File: src/logic/cw_reg_pkg.sv
package cw_reg_pkg;

   // bus widths
   typedef logic [7:0]  reg_addr_t;
   typedef logic [7:0]  reg_data_t;

   // setup word shifted out to the ADC, MSB first
   typedef logic [15:0] adc_word_t;

   // register map
   localparam reg_addr_t REG_TRIG_MASK = 8'h08;  // bits 3..0 select target io1..io4
   localparam reg_addr_t REG_IO_CTRL   = 8'h09;  // [3:0] output enables, [7:4] output values
   localparam reg_addr_t REG_ADC_CFG   = 8'h0A;  // byte 0 high, byte 1 low, byte 1 launches
   localparam reg_addr_t REG_ADC_STAT  = 8'h0B;  // read only

   // status byte 0 layout
   localparam int STAT_BUSY_BIT  = 0;
   localparam int STAT_ERROR_BIT = 1;

endpackage
File: src/logic/cw_usb_regs_top.sv
`timescale 1ns/10ps

module cw_usb_regs_top #(
   parameter int pBYTECNT_SIZE = 7,
   parameter int pSCLK_DIV     = 2,
   parameter int pBEAT_WIDTH   = 25
) (
   input  logic                  clk_usb_buf,
   input  logic                  rst_n_i,

   // host bus
   input  logic                  usb_cen_i,
   input  logic                  usb_alen_i,
   input  logic                  usb_wrn_i,
   input  logic                  usb_rdn_i,
   input  cw_reg_pkg::reg_addr_t usb_addr_i,
   input  cw_reg_pkg::reg_data_t usb_din_i,
   output cw_reg_pkg::reg_data_t usb_dout_o,
   output logic                  usb_isout_o,

   // target I/O
   input  logic [3:0]            target_io_i,
   output logic                  trig_out_o,
   output logic [3:0]            target_oe_o,
   output logic [3:0]            target_out_o,

   // ADC setup port
   output logic                  adc_sclk_o,
   output logic                  adc_sdata_o,
   output logic                  adc_sen_o,
   input  logic                  adc_sdout_i,

   // LEDs
   output logic                  led_beat_o,
   output logic                  led_clk1fail_o,
   output logic                  led_clk2fail_o
);

   import cw_reg_pkg::*;

   reg_addr_t                reg_address;
   logic [pBYTECNT_SIZE-1:0] reg_bytecnt;
   reg_data_t                write_data;
   reg_data_t                read_data;
   reg_data_t                read_data_io;
   reg_data_t                read_data_adc;
   logic                     reg_read;
   logic                     reg_write;
   logic                     adc_error;

   // unselected blocks return zero
   assign read_data = read_data_io | read_data_adc;

   usb_reg_bridge #(
      .pBYTECNT_SIZE  (pBYTECNT_SIZE)
   ) u_bridge (
      .clk_usb_buf    (clk_usb_buf),
      .rst_n_i        (rst_n_i),
      .usb_cen_i      (usb_cen_i),
      .usb_alen_i     (usb_alen_i),
      .usb_wrn_i      (usb_wrn_i),
      .usb_rdn_i      (usb_rdn_i),
      .usb_addr_i     (usb_addr_i),
      .usb_din_i      (usb_din_i),
      .usb_dout_o     (usb_dout_o),
      .usb_isout_o    (usb_isout_o),
      .reg_address_o  (reg_address),
      .reg_bytecnt_o  (reg_bytecnt),
      .reg_datao_o    (write_data),
      .reg_datai_i    (read_data),
      .reg_read_o     (reg_read),
      .reg_write_o    (reg_write)
   );

   reg_target_io #(
      .pBYTECNT_SIZE  (pBYTECNT_SIZE)
   ) u_target_io (
      .clk_usb_buf    (clk_usb_buf),
      .rst_n_i        (rst_n_i),
      .reg_address_i  (reg_address),
      .reg_bytecnt_i  (reg_bytecnt),
      .reg_datai_i    (write_data),
      .reg_datao_o    (read_data_io),
      .reg_read_i     (reg_read),
      .reg_write_i    (reg_write),
      .target_io_i    (target_io_i),
      .trig_out_o     (trig_out_o),
      .target_oe_o    (target_oe_o),
      .target_out_o   (target_out_o)
   );

   reg_adc_serial #(
      .pBYTECNT_SIZE  (pBYTECNT_SIZE),
      .pSCLK_DIV      (pSCLK_DIV)
   ) u_adc_serial (
      .clk_usb_buf    (clk_usb_buf),
      .rst_n_i        (rst_n_i),
      .reg_address_i  (reg_address),
      .reg_bytecnt_i  (reg_bytecnt),
      .reg_datai_i    (write_data),
      .reg_datao_o    (read_data_adc),
      .reg_read_i     (reg_read),
      .reg_write_i    (reg_write),
      .adc_sclk_o     (adc_sclk_o),
      .adc_sdata_o    (adc_sdata_o),
      .adc_sen_o      (adc_sen_o),
      .adc_sdout_i    (adc_sdout_i),
      .error_o        (adc_error)
   );

   status_leds #(
      .pBEAT_WIDTH    (pBEAT_WIDTH)
   ) u_status_leds (
      .clk_usb_buf    (clk_usb_buf),
      .rst_n_i        (rst_n_i),
      .error_i        (adc_error),
      .led_beat_o     (led_beat_o),
      .led_clk1fail_o (led_clk1fail_o),
      .led_clk2fail_o (led_clk2fail_o)
   );

endmodule

File: src/logic/status_leds.sv
`timescale 1ns/10ps

module status_leds #(
   parameter int pBEAT_WIDTH = 25
) (
   input  logic clk_usb_buf,
   input  logic rst_n_i,

   input  logic error_i,
   output logic led_beat_o,
   output logic led_clk1fail_o,
   output logic led_clk2fail_o
);

   logic [pBEAT_WIDTH-1:0] beat_cnt;
   logic                   beat;

   // free running, wraps
   always_ff @(posedge clk_usb_buf or negedge rst_n_i) begin
      if (!rst_n_i) begin
         beat_cnt <= '0;
      end else begin
         beat_cnt <= beat_cnt + pBEAT_WIDTH'(1);
      end
   end

   assign beat = beat_cnt[pBEAT_WIDTH-1];

   assign led_beat_o = beat;

   // red LEDs flash only while an error is pending
   assign led_clk1fail_o = error_i & beat;
   assign led_clk2fail_o = error_i & beat;

endmodule

File: src/logic/reg_adc_serial.sv
`timescale 1ns/10ps

module reg_adc_serial #(
   parameter int pBYTECNT_SIZE = 7,
   parameter int pSCLK_DIV     = 2
) (
   input  logic                      clk_usb_buf,
   input  logic                      rst_n_i,

   input  cw_reg_pkg::reg_addr_t     reg_address_i,
   input  logic [pBYTECNT_SIZE-1:0]  reg_bytecnt_i,
   input  cw_reg_pkg::reg_data_t     reg_datai_i,
   output cw_reg_pkg::reg_data_t     reg_datao_o,
   input  logic                      reg_read_i,
   input  logic                      reg_write_i,

   // three-wire ADC setup port
   output logic                      adc_sclk_o,
   output logic                      adc_sdata_o,
   output logic                      adc_sen_o,
   input  logic                      adc_sdout_i,
   output logic                      error_o
);

   import cw_reg_pkg::*;

   localparam int DIV_W = (pSCLK_DIV > 1) ? $clog2(pSCLK_DIV) : 1;

   typedef enum logic [1:0] {ST_IDLE, ST_SHIFT, ST_DONE} adc_state_t;

   adc_state_t       state;
   adc_word_t        cfg_word;
   adc_word_t        tx_sh;
   reg_data_t        rx_sh;
   reg_data_t        reply;
   logic [DIV_W-1:0] div_cnt;
   logic [3:0]       bit_cnt;
   logic             busy;
   logic             byte0;
   logic             byte1;
   logic             cfg_wr;
   logic             half_done;

   assign busy      = (state != ST_IDLE);
   assign byte0     = (reg_bytecnt_i == pBYTECNT_SIZE'(0));
   assign byte1     = (reg_bytecnt_i == pBYTECNT_SIZE'(1));
   assign cfg_wr    = reg_write_i && (reg_address_i == REG_ADC_CFG);
   assign half_done = (div_cnt == DIV_W'(pSCLK_DIV - 1));

   always_ff @(posedge clk_usb_buf or negedge rst_n_i) begin
      if (!rst_n_i) begin
         state       <= ST_IDLE;
         cfg_word    <= '0;
         tx_sh       <= '0;
         rx_sh       <= '0;
         reply       <= '0;
         div_cnt     <= '0;
         bit_cnt     <= '0;
         adc_sclk_o  <= 1'b1;
         adc_sdata_o <= 1'b0;
         adc_sen_o   <= 1'b1;
         error_o     <= 1'b0;
      end else begin
         if (cfg_wr && busy) begin
            error_o <= 1'b1;   // write dropped, transfer keeps going
         end else if (reg_read_i && byte0 && reg_address_i == REG_ADC_STAT) begin
            error_o <= 1'b0;
         end

         case (state)
            ST_IDLE: begin
               if (cfg_wr && byte0) begin
                  cfg_word[15:8] <= reg_datai_i;
               end else if (cfg_wr && byte1) begin
                  cfg_word[7:0] <= reg_datai_i;
                  tx_sh         <= {cfg_word[14:8], reg_datai_i, 1'b0};
                  adc_sdata_o   <= cfg_word[15];   // MSB out first
                  adc_sen_o     <= 1'b0;
                  adc_sclk_o    <= 1'b0;
                  div_cnt       <= '0;
                  bit_cnt       <= '0;
                  state         <= ST_SHIFT;
               end
            end
            ST_SHIFT: begin
               if (!half_done) begin
                  div_cnt <= div_cnt + DIV_W'(1);
               end else begin
                  div_cnt <= '0;
                  if (!adc_sclk_o) begin
                     adc_sclk_o <= 1'b1;
                     rx_sh      <= {rx_sh[6:0], adc_sdout_i};   // rising edge sample
                  end else if (bit_cnt == 4'd15) begin
                     adc_sen_o   <= 1'b1;   // sclk stays high
                     adc_sdata_o <= 1'b0;
                     state       <= ST_DONE;
                  end else begin
                     adc_sclk_o  <= 1'b0;
                     adc_sdata_o <= tx_sh[15];
                     tx_sh       <= {tx_sh[14:0], 1'b0};
                     bit_cnt     <= bit_cnt + 4'd1;
                  end
               end
            end
            ST_DONE: begin
               reply <= rx_sh;   // last 8 samples
               state <= ST_IDLE;
            end
            default: state <= ST_IDLE;
         endcase
      end
   end

   always_comb begin
      reg_datao_o = '0;
      if (reg_read_i) begin
         case (reg_address_i)
            REG_ADC_CFG: begin
               if (byte0)      reg_datao_o = cfg_word[15:8];
               else if (byte1) reg_datao_o = cfg_word[7:0];
            end
            REG_ADC_STAT: begin
               if (byte0) begin
                  reg_datao_o[STAT_BUSY_BIT]  = busy;
                  reg_datao_o[STAT_ERROR_BIT] = error_o;
               end else if (byte1) begin
                  reg_datao_o = reply;
               end
            end
            default: reg_datao_o = '0;
         endcase
      end
   end

endmodule

File: src/logic/reg_target_io.sv
`timescale 1ns/10ps

module reg_target_io #(
   parameter int pBYTECNT_SIZE = 7
) (
   input  logic                      clk_usb_buf,
   input  logic                      rst_n_i,

   input  cw_reg_pkg::reg_addr_t     reg_address_i,
   input  logic [pBYTECNT_SIZE-1:0]  reg_bytecnt_i,
   input  cw_reg_pkg::reg_data_t     reg_datai_i,
   output cw_reg_pkg::reg_data_t     reg_datao_o,
   input  logic                      reg_read_i,
   input  logic                      reg_write_i,

   input  logic [3:0]                target_io_i,
   output logic                      trig_out_o,
   output logic [3:0]                target_oe_o,
   output logic [3:0]                target_out_o
);

   import cw_reg_pkg::*;

   reg_data_t trig_mask;
   reg_data_t io_ctrl;
   logic      byte0;

   assign byte0 = (reg_bytecnt_i == pBYTECNT_SIZE'(0));  // both registers are one byte wide

   always_ff @(posedge clk_usb_buf or negedge rst_n_i) begin
      if (!rst_n_i) begin
         trig_mask <= '0;
         io_ctrl   <= '0;
      end else if (reg_write_i && byte0) begin
         case (reg_address_i)
            REG_TRIG_MASK: trig_mask <= reg_datai_i;
            REG_IO_CTRL:   io_ctrl   <= reg_datai_i;
            default: ;
         endcase
      end
   end

   // read mux, zero when not addressed
   always_comb begin
      reg_datao_o = '0;
      if (reg_read_i && byte0) begin
         case (reg_address_i)
            REG_TRIG_MASK: reg_datao_o = trig_mask;
            REG_IO_CTRL:   reg_datao_o = io_ctrl;
            default:       reg_datao_o = '0;
         endcase
      end
   end

   // any enabled input fires the trigger
   always_ff @(posedge clk_usb_buf or negedge rst_n_i) begin
      if (!rst_n_i) begin
         trig_out_o <= 1'b0;
      end else begin
         trig_out_o <= |(trig_mask[3:0] & target_io_i);
      end
   end

   assign target_oe_o  = io_ctrl[3:0];
   assign target_out_o = io_ctrl[7:4];

endmodule

File: src/logic/usb_reg_bridge.sv
`timescale 1ns/10ps

module usb_reg_bridge #(
   parameter int pBYTECNT_SIZE = 7
) (
   input  logic                      clk_usb_buf,
   input  logic                      rst_n_i,

   // host bus, all strobes active low
   input  logic                      usb_cen_i,
   input  logic                      usb_alen_i,
   input  logic                      usb_wrn_i,
   input  logic                      usb_rdn_i,
   input  cw_reg_pkg::reg_addr_t     usb_addr_i,
   input  cw_reg_pkg::reg_data_t     usb_din_i,
   output cw_reg_pkg::reg_data_t     usb_dout_o,
   output logic                      usb_isout_o,

   // register side
   output cw_reg_pkg::reg_addr_t     reg_address_o,
   output logic [pBYTECNT_SIZE-1:0]  reg_bytecnt_o,
   output cw_reg_pkg::reg_data_t     reg_datao_o,
   input  cw_reg_pkg::reg_data_t     reg_datai_i,
   output logic                      reg_read_o,
   output logic                      reg_write_o
);

   logic bus_addr;
   logic bus_wr;
   logic bus_rd;

   // decoded host cycles
   assign bus_addr = ~usb_cen_i & ~usb_alen_i;
   assign bus_wr   = ~usb_cen_i & ~usb_wrn_i;
   assign bus_rd   = ~usb_cen_i & ~usb_rdn_i;

   always_ff @(posedge clk_usb_buf or negedge rst_n_i) begin
      if (!rst_n_i) begin
         reg_write_o   <= 1'b0;
         reg_read_o    <= 1'b0;
         usb_isout_o   <= 1'b0;
         reg_address_o <= '0;
         reg_bytecnt_o <= '0;
         reg_datao_o   <= '0;
         usb_dout_o    <= '0;
      end else begin
         reg_write_o <= bus_wr;   // one pulse per bus cycle
         reg_read_o  <= bus_rd;
         usb_isout_o <= bus_rd;

         // write data travels alongside the write pulse
         if (bus_wr) begin
            reg_datao_o <= usb_din_i;
         end

         if (bus_addr) begin
            reg_address_o <= usb_addr_i;
            reg_bytecnt_o <= '0;   // new register, restart at byte 0
         end else if (reg_write_o || reg_read_o) begin
            reg_bytecnt_o <= reg_bytecnt_o + pBYTECNT_SIZE'(1);
         end

         // block answers combinationally during the read pulse
         if (reg_read_o) begin
            usb_dout_o <= reg_datai_i;
         end
      end
   end

endmodule

File: config.mk
export PLATFORM = sky130hd
export DESIGN_NAME = cw_usb_regs_top
export DESIGN_NICKNAME = d
export VERILOG_FILES = /design/src/logic/cw_reg_pkg.sv /design/src/logic/cw_usb_regs_top.sv /design/src/logic/status_leds.sv /design/src/logic/reg_adc_serial.sv /design/src/logic/reg_target_io.sv /design/src/logic/usb_reg_bridge.sv
export SDC_FILE = /design/constraint.sdc
export NUM_CORES = 1
export LEC_CHECK = 0
export BUFFER_PORTS_ARGS = -buffer_cell sky130_fd_sc_hd__buf_4
export CORE_MARGIN = 2
export CORE_UTILIZATION = 62
export CTS_BUF_LIST = sky130_fd_sc_hd__clkbuf_8
export DETAILED_ROUTE_END_ITERATION = 8
export PLACE_DENSITY = 0.82
export SLEW_MARGIN = 20
export SYNTH_ARGS = -nofsm -noshare
export SYNTH_HDL_FRONTEND = slang
export SYNTH_SLANG_ARGS = --single-unit
export TNS_END_PERCENT = 1
File: constraint.sdc
create_clock -name clk_usb_buf -period 2.4 [get_ports clk_usb_buf]
set_input_delay 0.24 -clock clk_usb_buf [delete_from_list [all_inputs] [get_ports clk_usb_buf]]
set_output_delay 0.24 -clock clk_usb_buf [all_outputs]
set_load 0.005 [all_outputs]
==> impl_metrics.tcl, run 1 <==
set metrics [dict create \
    netlist_top_cells_count "131 x dfrtp_1, 71 x mux2_2, 35 x nor2_1" \
    syn_area_um2 5951 \
    cp-endpoint "u_adc_serial.adc_sclk_o$_DFFE_PN1P_" \
    wl_per_cell_um 18.69 \
    multi_input_area_um2 2480 \
    cts.sink_count 133 \
    cts_buffers 17 \
    ir_drop_mv 0.5352 \
    yosysMostFrequentCell "dfrtp_1" \
    cp-startpoint "u_bridge.reg_bytecnt_o[0]$_DFFE_PN0P_" \
    hold_violations 0 \
    whs_ns 0.02711 \
    synth-seq-cells 133 \
    power_mw 4.820 \
    clockRootBuffer "clkbuf_8" \
    cts_setup_buffers 0 \
    synth_cells 490 \
    avgSynthCellArea_um2 12.14 \
    die_w_um 102.0 \
    grt_max_degree 53 \
    dp_hpwl_um 9231 \
    drive_above_1_share_pct 33.45 \
    rsz0062_at_grt "false" \
    grt_pass1_wl_um 21290 \
    reg2regPathDepth 7 \
    cts_tree "built" \
    r2r-start "u_bridge.reg_bytecnt_o[0]$_DFFE_PN0P_" \
    async_reset_ff_share_pct 100.0 \
    drc 0 \
    grt-ovfl-total 0 \
    die_area_um2 10400 \
    finClkSkew_ns 0.01292 \
    grt_pass1_vias 4315 \
    ys_warn_count 0 \
    die_h_um 102.0 \
    cp-end-kind "register" \
    finalCritPeriodShare_pct 94.36 \
    io_pins 51 \
    required_ns 2.76 \
    antenna-diode-count 0 \
    place.gp.congestion 0.9272 \
    r2r_end "u_adc_serial.adc_sclk_o$_DFFE_PN1P_" \
    cts_max_level 4 \
    ys_seq_area_share_pct 55.97 \
    yosys.area.top_type "dfrtp_1" \
    vias 4196 \
    max-cap-violations 0 \
    finalNetCount 596 \
    setup_viol 0 \
    area_delta_synth_final_pct 17.43 \
    synth-main-ff-cell "dfrtp_1" \
    synth.area.top_cells "dfrtp_1 55%, mux2_2 13%, mux2i_1 3.7%" \
    relSlewSlack_pct 55.65 \
    fmax_ghz 0.4416 \
    arrival_ns 2.62 \
    period_needed_ns 2.265 \
    clk_latency_ns 0.44 \
    viasPerCell 5.943 \
    drtIter0Drc 161 \
    fillCellCount 612 \
    hold_class "in -> reg" \
    drt-total-wl_um 13190 \
    clk_path_buf_depth 2 \
    setup_tns_ns 0 \
    slew_viol_final 0 \
    path_class "reg -> reg" \
    grt_use_total_pct 27.27 \
    start_util_pct 64.10 \
    core_um2 9284 \
    worst_pin_slew_ns 0.6652 \
    hold_start "target_io_i[1]" \
    crit_path_max_fanout 9 \
    r2r_slack_ns 0.14 \
    synth_edf_count 0 \
    netlist.area_leader.share_pct 55.09 \
    start_kind "register" \
    clk_pin_slew_ns 0.07 \
    drt_pass1_iterations 4 \
    synth.distinct_cells 52 \
    p_leak_nw 3.297 \
    synthesis.nets 522 \
    outcome "finished clean" \
    port_buffers 50 \
    row_count 35 \
    ant_nets 0 \
    seqCellArea_um2 3331 \
    antenna_found_initial 1 \
    power.density_nw_per_um2 689.7 \
]
[cell type report]
type,instances,share of cell area [%]
clock inverters,14,2.149
repair buffers,75,8.415
multi-input cells,329,35.49
inverters,8,0.4297
well taps,129,2.310
clock buffers,18,3.545
flip-flops and latches,133,47.66
[report_power, final]
group | switching, mW | total (mW) | internal (mW)
registers | 0.125 | 2.47 | 2.34
clock network | 0.902 | 1.86 | 0.960
logic | 0.271 | 0.492 | 0.222
total | 1.30 | 4.82 | 3.52
[metal layers]
layer	vias up	routed length, µm	track usage (%)
li1	1892	-	-
met1	2164	5373	33.30
met2	118	6855	46.20
met3	22	697	8.208
met4	0	267	9.949
met5	-	0	0
[cell usage in the layout, fill, tap and decap left out, types with 6 or more instances in the layout]
cell	n
a21oi_1	30
a21oi_2	10
a22oi_1	9
buf_4	69
clkbuf_8	18
dfrtp_1	131
inv_1	8
mux2_2	71
mux2i_1	22
nand2_1	27
nand3_1	15
nand4_1	8
nor2_1	35
nor2b_1	6
o21ai_0	13
xnor2_1	16
xor2_1	12
[worst max-delay path: stages (launching register included)]
cell and delay [ns]:
dfrtp_1 0.41, inv_1 0.09, ha_1 0.32, nor2b_1 0.39, nand3_1 0.23, nor4_1 0.51, nand2b_1 0.17, a21oi_1 0.07
[through the flow]
step	std cells	area, µm²	utilization (%)	setup slack, ns
CTS	704	6967	75.04	0.05534
detailed placement	669	6539	70.43	0.06907
finish	706	6988	75.27	0.1354
global route	706	6988	75.27	0.01024
floorplan	490	5951	-	0.2946
global placement	669	6539	70.43	0.1892
[registers in the layout (all words and copies together) (netlist names), 2 cells and up]
signal,flops
u_bridge.reg_address_o,8
u_adc_serial.bit_cnt,4
u_adc_serial.reply,8
u_bridge.reg_datao_o,8
u_target_io.trig_mask,8
u_bridge.usb_dout_o,8
u_adc_serial.cfg_word,16
u_bridge.reg_bytecnt_o,7
u_target_io.io_ctrl,8
u_status_leds.beat_cnt,25
u_adc_serial.state,2
u_adc_serial.rx_sh,8
u_adc_serial.tx_sh,15
[how the worst min path moves through the flow]
| stage | to | slack (ns) | depth (start not counted) |
|---|---|---|---|
| global placement | u_adc_serial.error_o$_DFFE_PN0P_ | 0.31 | 1 |
| detailed placement | u_adc_serial.error_o$_DFFE_PN0P_ | 0.31 | 1 |
| floorplan | u_adc_serial.adc_sdata_o$_DFFE_PN0P_ | -0.06 | 0 |
| finish | u_target_io.trig_out_o$_DFF_PN0_ | 0.03 | 3 |
| global route | u_bridge.reg_datao_o[7]$_DFFE_PN0P_ | 0.003 | 2 |
| CTS | u_bridge.reg_datao_o[3]$_DFFE_PN0P_ | 0.01 | 2 |
[timing repair]
action,4_1_cts,5_1_grt
hold buffers,3,2
hold endpoints to repair,50,2
endpoints found under the setup margin,0,5
resized for setup,0,1
[kinds of logic after synthesis]
group	Yosys count	synth area share, %
compound gates	79	8.474
xor+xnor	28	4.121
fa+ha+maj	5	1.051
buf+inv	28	2.418
flops	133	55.97
mux	93	17.14
simple gates	124	10.83
Note: power is estimated with default switching activity, not from simulation.
==> run 2, diff against run 1 <==
--- a/config.mk
+++ b/config.mk
@@ -14,5 +14,6 @@
 export SLEW_MARGIN = 20
 export SYNTH_ARGS = -nofsm -noshare
 export SYNTH_HDL_FRONTEND = slang
+export SYNTH_HIERARCHICAL = 1
 export SYNTH_SLANG_ARGS = --single-unit
 export TNS_END_PERCENT = 1
==> run 2 against run 1 <==
  * Non-clock buffer count did not move
  * Combinational power rose by 7.7%
  * Sequential share of layout area fell by 2.2 points
  * Global-route usage fell by 1.0 points
  * Clock power rose by 17%
  * Critical path depth fell by 2
  * Flip-flop and latch count did not move
  * First-iteration DRC count rose by 88%
  * Synthesized area rose by 4.5%
  * Fmax fell by 3.5%
  * Register-to-register slack got worse by 0.08 ns
  * Critical path type unchanged
  * Largest power group unchanged
==> impl_metrics.tcl, run 2 <==
set metrics [dict create \
    outcome "finished clean" \
    layout.cells.non_filler 715 \
    synthesis.nets 525 \
    drt-total-wl_um 13230 \
    cts_tree "built" \
    drtIter0Drc 303 \
    largest_reg_flops 25 \
    slowest_delay_ns 0.57 \
    p_leak_nw 3.480 \
    ys_seq_area_share_pct 53.57 \
    required_ns 2.72 \
    viasPerCell 5.952 \
    synth-main-ff-cell "dfrtp_1" \
    path_class "reg -> reg" \
    hold_violations 0 \
    crit_path_max_fanout 8 \
    netlist_top_cells_count "131 x dfrtp_1, 77 x mux2_2, 47 x nand3_1" \
    cp_cell_sequence "or4_4 -> nor4b_4 -> nand3_1 -> nor2_4 -> mux2_2" \
    drt_pass1_iterations 5 \
    core_um2 9774 \
    grt_use_total_pct 26.24 \
    r2r_slack_ns 0.05 \
    layout_commonest_cell "dfrtp_1" \
    reg_top3 "u_status_leds/beat_cnt: 25 flops, u_adc_serial/cfg_word: 16 flops, u_adc_serial/tx_sh: 15 flops" \
    arrival_ns 2.66 \
    setup_viol 0 \
    die_h_um 104.1 \
    largest_register "u_status_leds/beat_cnt" \
    avgSynthCellArea_um2 12.56 \
    synth_edf_count 0 \
    cts_buffers 17 \
    dp_hpwl_um 8987 \
    synth-seq-cells 133 \
    clockRootBuffer "clkbuf_8" \
    grt_pass1_wl_um 22400 \
    whs_path_depth 2 \
    ir_drop_mv 0.4881 \
    yosys.area.top_type "dfrtp_1" \
    r2r_end "u_adc_serial/cfg_word[9]$_DFFE_PN0P_" \
    grt-ovfl-total 0 \
    power.density_nw_per_um2 706.2 \
    grt_max_degree 56 \
    antenna_found_initial 0 \
    wl_per_cell_um 18.50 \
    antenna-diode-count 0 \
    cts.sink_count 133 \
    hold_end "u_bridge/reg_write_o$_DFF_PN0_" \
    mostFrequentLayoutCells "131 x dfrtp_1, 77 x mux2_2, 71 x buf_4" \
    cp-end-kind "register" \
    fmax_ghz 0.4259 \
    finClkSkew_ns 0.01099 \
    slew_viol_final 0 \
    relSlewSlack_pct 52.61 \
    area_delta_synth_final_pct 17.83 \
    finalCritPeriodShare_pct 97.83 \
    r2r-start "u_bridge/reg_address_o[4]$_DFFE_PN0P_" \
    start_kind "register" \
    cts_max_level 4 \
    placedCellCount 680 \
    hold_class "in -> reg" \
    max-cap-violations 0 \
    synth.area.top_cells "dfrtp_1 53%, mux2_2 14%, nand3_1 3.8%" \
    clk_latency_ns 0.44 \
    hold_start "usb_wrn_i" \
    port_buffers 50 \
    grt_pass1_vias 4414 \
    synth_cells 495 \
    start_util_pct 63.61 \
    worst_pin_slew_ns 0.7093 \
    drive_above_1_share_pct 37.29 \
    netlist.area_leader.share_pct 52.73 \
    yosysMostFrequentCell "dfrtp_1" \
    die_area_um2 10850 \
    vias 4256 \
    drc 0 \
    rsz0062_at_grt "false" \
    ant_nets 0 \
    post_cts_resize_count 0 \
    reg2regPathDepth 5 \
    critical_path.slowest_cell "or4_4" \
    cp-startpoint "u_bridge/reg_address_o[4]$_DFFE_PN0P_" \
    period_needed_ns 2.348 \
    row_count 36 \
    finalNetCount 599 \
    clk_path_buf_depth 2 \
    die_w_um 104.1 \
    syn_area_um2 6217 \
    clk_pin_slew_ns 0.07 \
    synth.distinct_cells 61 \
    place.gp.congestion 0.8292 \
    io_pins 51 \
    async_reset_ff_share_pct 100.0 \
    ys_warn_count 6 \
    setup_tns_ns 0 \
]
-- run 2: kinds of logic (layout without fill, tap and decap cells) --
family | after synthesis | in the layout | share of synthesized area, %
XOR/XNOR | 26 | 26 | 3.663
AO/OA/AOI/OAI | 66 | 66 | 6.964
adder cells (fa/ha/maj) | 3 | 3 | 0.6038
flip-flops | 133 | 133 | 53.57
AND/OR/NAND/NOR | 147 | 147 | 15.68
buffers and inverters | 24 | 111 | 1.992
multiplexers | 96 | 96 | 17.53
-- run 2: critical path, delay by kind of cell (launching register included) --
family / cells / cell delay (ns)
muxes: 1 / 0.39
and+or+nand+nor: 4 / 1.41
DFF: 1 / 0.42
-- run 2: power by group --
part           leakage (nW)  switching, mW  total (mW)  internal (mW)
Combinational          1.46          0.287       0.530          0.243
Sequential             1.79          0.138        2.48           2.34
Clock                 0.230          0.876        2.17           1.29
-- run 2: layout make-up --
class | count | area [µm²]
Fill cell | 636 | 2449
Clock buffer | 19 | 261.5
Sequential cell | 133 | 3331
Tap cell | 133 | 166.4
Inverter | 4 | 15.01
Multi-Input combinational cell | 338 | 2765
Timing Repair Buffer | 75 | 583.1
Clock inverter | 13 | 203.9
-- run 2: routing by layer --
| metal | GRT usage [%] | vias up | part of all wire, % |
|---|---|---|---|
| li1 | - | 1955 | - |
| met1 | 35.25 | 2158 | 44 |
| met2 | 42.25 | 114 | 50 |
| met3 | 5.451 | 29 | 4.3 |
| met4 | 10.33 | 0 | 1.9 |
| met5 | 0 | - | 0 |
-- run 2: worst max path at each step --
| stage | slack (ns) | cells past startpoint | end |
|---|---|---|---|
| finish | 0.05 | 5 | u_adc_serial/cfg_word[9]$_DFFE_PN0P_ |
| global route | 0.02 | 5 | u_adc_serial/cfg_word[9]$_DFFE_PN0P_ |
| CTS | 0.05 | 5 | u_adc_serial/cfg_word[9]$_DFFE_PN0P_ |
| detailed placement | 0.08 | 6 | u_adc_serial/div_cnt$_DFFE_PN0P_ |
| global placement | 0.09 | 6 | u_adc_serial/div_cnt$_DFFE_PN0P_ |
| floorplan | 0.25 | 5 | u_adc_serial/cfg_word[10]$_DFFE_PN0P_ |
-- run 2: timing repair --
| action | in CTS | in global routing |
|---|---|---|
| endpoints found under the hold margin | 21 | 0 |
| hold buffers | 3 | 0 |
| buffers inserted | 0 | 0 |
-- run 2: stage by stage --
stage / total power, mW / utilization (%) / worst slack [ns] / area (µm²) / hold WS (ns)
floorplan: 2.788 / - / 0.2510 / 6217 / -0.05559
global placement: 3.008 / 69.88 / 0.09181 / 6830 / 0.1536
detailed placement: 3.027 / 69.88 / 0.07509 / 6830 / 0.1598
CTS: 5.187 / 74.95 / 0.05255 / 7326 / 0.0007157
global route: 5.366 / 74.95 / 0.01734 / 7326 / 0.01262
finish: 5.173 / 74.95 / 0.05220 / 7326 / 0.01285
==> run 3, diff against run 2 <==
--- a/config.mk
+++ b/config.mk
@@ -10,6 +10,7 @@
 export CORE_UTILIZATION = 62
 export CTS_BUF_LIST = sky130_fd_sc_hd__clkbuf_8
 export DETAILED_ROUTE_END_ITERATION = 8
+export MAX_ROUTING_LAYER = met4
 export PLACE_DENSITY = 0.82
 export SLEW_MARGIN = 20
 export SYNTH_ARGS = -nofsm -noshare
==> run 3 against run 2 <==
  * Clock power is essentially flat
  * Non-clock buffer count is the same
  * Highest routed layer unchanged
  * Flip-flop and latch count is the same
  * Sequential power is essentially flat
  * Count of clock-buffer cells in the layout is the same
  * First-iteration DRC count shrank 4.6%
  * Clock skew is essentially flat
==> impl_metrics.tcl, run 3 (synthesis gave the netlist of run 2 again) <==
set metrics [dict create \
    outcome "finished clean" \
    crit_path_max_fanout 8 \
    finClkSkew_ns 0.01133 \
    largest_register "u_status_leds/beat_cnt" \
    p_leak_nw 3.480 \
    period_needed_ns 2.347 \
    drive_above_1_share_pct 37.29 \
    crit_family "simple AND/OR/NAND/NOR gates" \
    whs_ns 0.01252 \
    die_h_um 104.1 \
    ir_drop_mv 0.4885 \
    fmax_ghz 0.4262 \
    cts_setup_buffers 0 \
    power.density_nw_per_um2 705.4 \
    cts_max_level 4 \
    hold_violations 0 \
    worst_pin_slew_ns 0.7087 \
    relSlewSlack_pct 52.66 \
    ant_nets 0 \
    rsz0062_at_grt "false" \
    grt_pass1_vias 4427 \
    fillCellCount 636 \
    area_delta_synth_final_pct 17.83 \
    post-route-util_pct 74.95 \
    cts_tree "built" \
    die_w_um 104.1 \
    cp_cell_sequence "or4_4 -> nor4b_4 -> nand3_1 -> nor2_4 -> mux2_2" \
    cts.sink_count 133 \
    clk_pin_slew_ns 0.07 \
    required_ns 2.72 \
    viasPerCell 5.986 \
    cp.buffers_inverters 0 \
    start_kind "register" \
    max-cap-violations 0 \
    seqCellArea_um2 3331 \
    setup_viol 0 \
    drtIter0Drc 289 \
    drt-total-wl_um 13210 \
    path_class "reg -> reg" \
    reg_top3 "u_status_leds/beat_cnt: 25 flops, u_adc_serial/cfg_word: 16 flops, u_adc_serial/tx_sh: 15 flops" \
    slew_viol_final 0 \
    slowest_delay_ns 0.57 \
    clockRootBuffer "clkbuf_8" \
    setup_tns_ns 0 \
    place.gp.congestion 0.8419 \
    cp-end-kind "register" \
    critical_path.slowest_cell "or4_4" \
    antenna_found_initial 0 \
    cts_buffers 17 \
    drc 0 \
    io_pins 51 \
    finalCritPeriodShare_pct 97.77 \
    multi_input_area_um2 2765 \
    vias 4280 \
    grt_use_total_pct 27.12 \
    finalNetCount 599 \
    grt_max_degree 56 \
    grt-ovfl-total 0 \
    die_area_um2 10850 \
    clk_path_buf_depth 2 \
    drt_pass1_iterations 5 \
    start_util_pct 63.61 \
    post_cts_resize_count 0 \
    clk_latency_ns 0.44 \
    antenna-diode-count 0 \
    core_um2 9774 \
    wl_per_cell_um 18.48 \
    mostFrequentLayoutCells "131 x dfrtp_1, 77 x mux2_2, 71 x buf_4" \
    hold_class "in -> reg" \
    dp_hpwl_um 8987 \
    arrival_ns 2.67 \
    port_buffers 50 \
    grt_pass1_wl_um 22400 \
    row_count 36 \
    largest_reg_flops 25 \
    cts_hold_buf 3 \
    layout_commonest_cell "dfrtp_1" \
]
[run 3: cell counts in the layout (fill, tap and decap cells not counted)]
No cell type changed its count.
[run 3: final timing paths]
check                                                 startpoint                                    to  slack [ns]  depth (start not counted)
hold / removal                                         usb_wrn_i        u_bridge/reg_write_o$_DFF_PN0_        0.01                          2
max in group asynchronous                                rst_n_i   u_status_leds/beat_cnt[4]$_DFF_PN0_        1.45                          3
hold reg to reg             u_status_leds/beat_cnt[18]$_DFF_PN0_  u_status_leds/beat_cnt[18]$_DFF_PN0_        0.47                          1
setup reg to reg           u_bridge/reg_address_o[4]$_DFFE_PN0P_  u_adc_serial/cfg_word[9]$_DFFE_PN0P_        0.05                          5
min in group asynchronous                                rst_n_i   u_adc_serial/bit_cnt[2]$_DFFE_PN0P_        0.24                          2
setup / recovery           u_bridge/reg_address_o[4]$_DFFE_PN0P_  u_adc_serial/cfg_word[9]$_DFFE_PN0P_        0.05                          5
[run 3: cell type report]
cell class	count	share of cell area [%]
multi-input cells	338	37.75
clock inverters	13	2.784
inverters	4	0.2050
flip-flops and latches	133	45.47
well taps	133	2.272
repair buffers	75	7.959
clock buffers	19	3.570
[run 3: per-layer routing]
layer | vias to the layer above | track usage (%) | share of wire [%]
li1 | 1955 | - | -
met1 | 2164 | 35.00 | 43
met2 | 125 | 42.39 | 51
met3 | 36 | 6.266 | 4.0
met4 | 0 | 10.04 | 2.5
met5 | - | - | 0
[run 3: where the power goes]
group          total, mW  switching [mW]  internal [mW]
clock               2.16           0.873           1.29
sequential          2.48           0.137           2.34
combinational      0.526           0.284          0.243
[run 3: worst register-to-register path: cells and delay by family (launching register included)]
family,cells,cell delay (ns)
AND/OR/NAND/NOR,4,1.41
flip-flops,1,0.42
multiplexers,1,0.39
[run 3: metrics by stage]
step	worst slack, ns	area, µm²	power [mW]	std cells
after floorplan	0.2510	6217	2.788	495
after global placement	0.09181	6830	3.008	680
after detailed placement	0.07509	6830	3.027	680
after CTS	0.05255	7326	5.187	715
after global routing	0.01727	7326	5.369	715
final	0.05345	7326	5.168	715
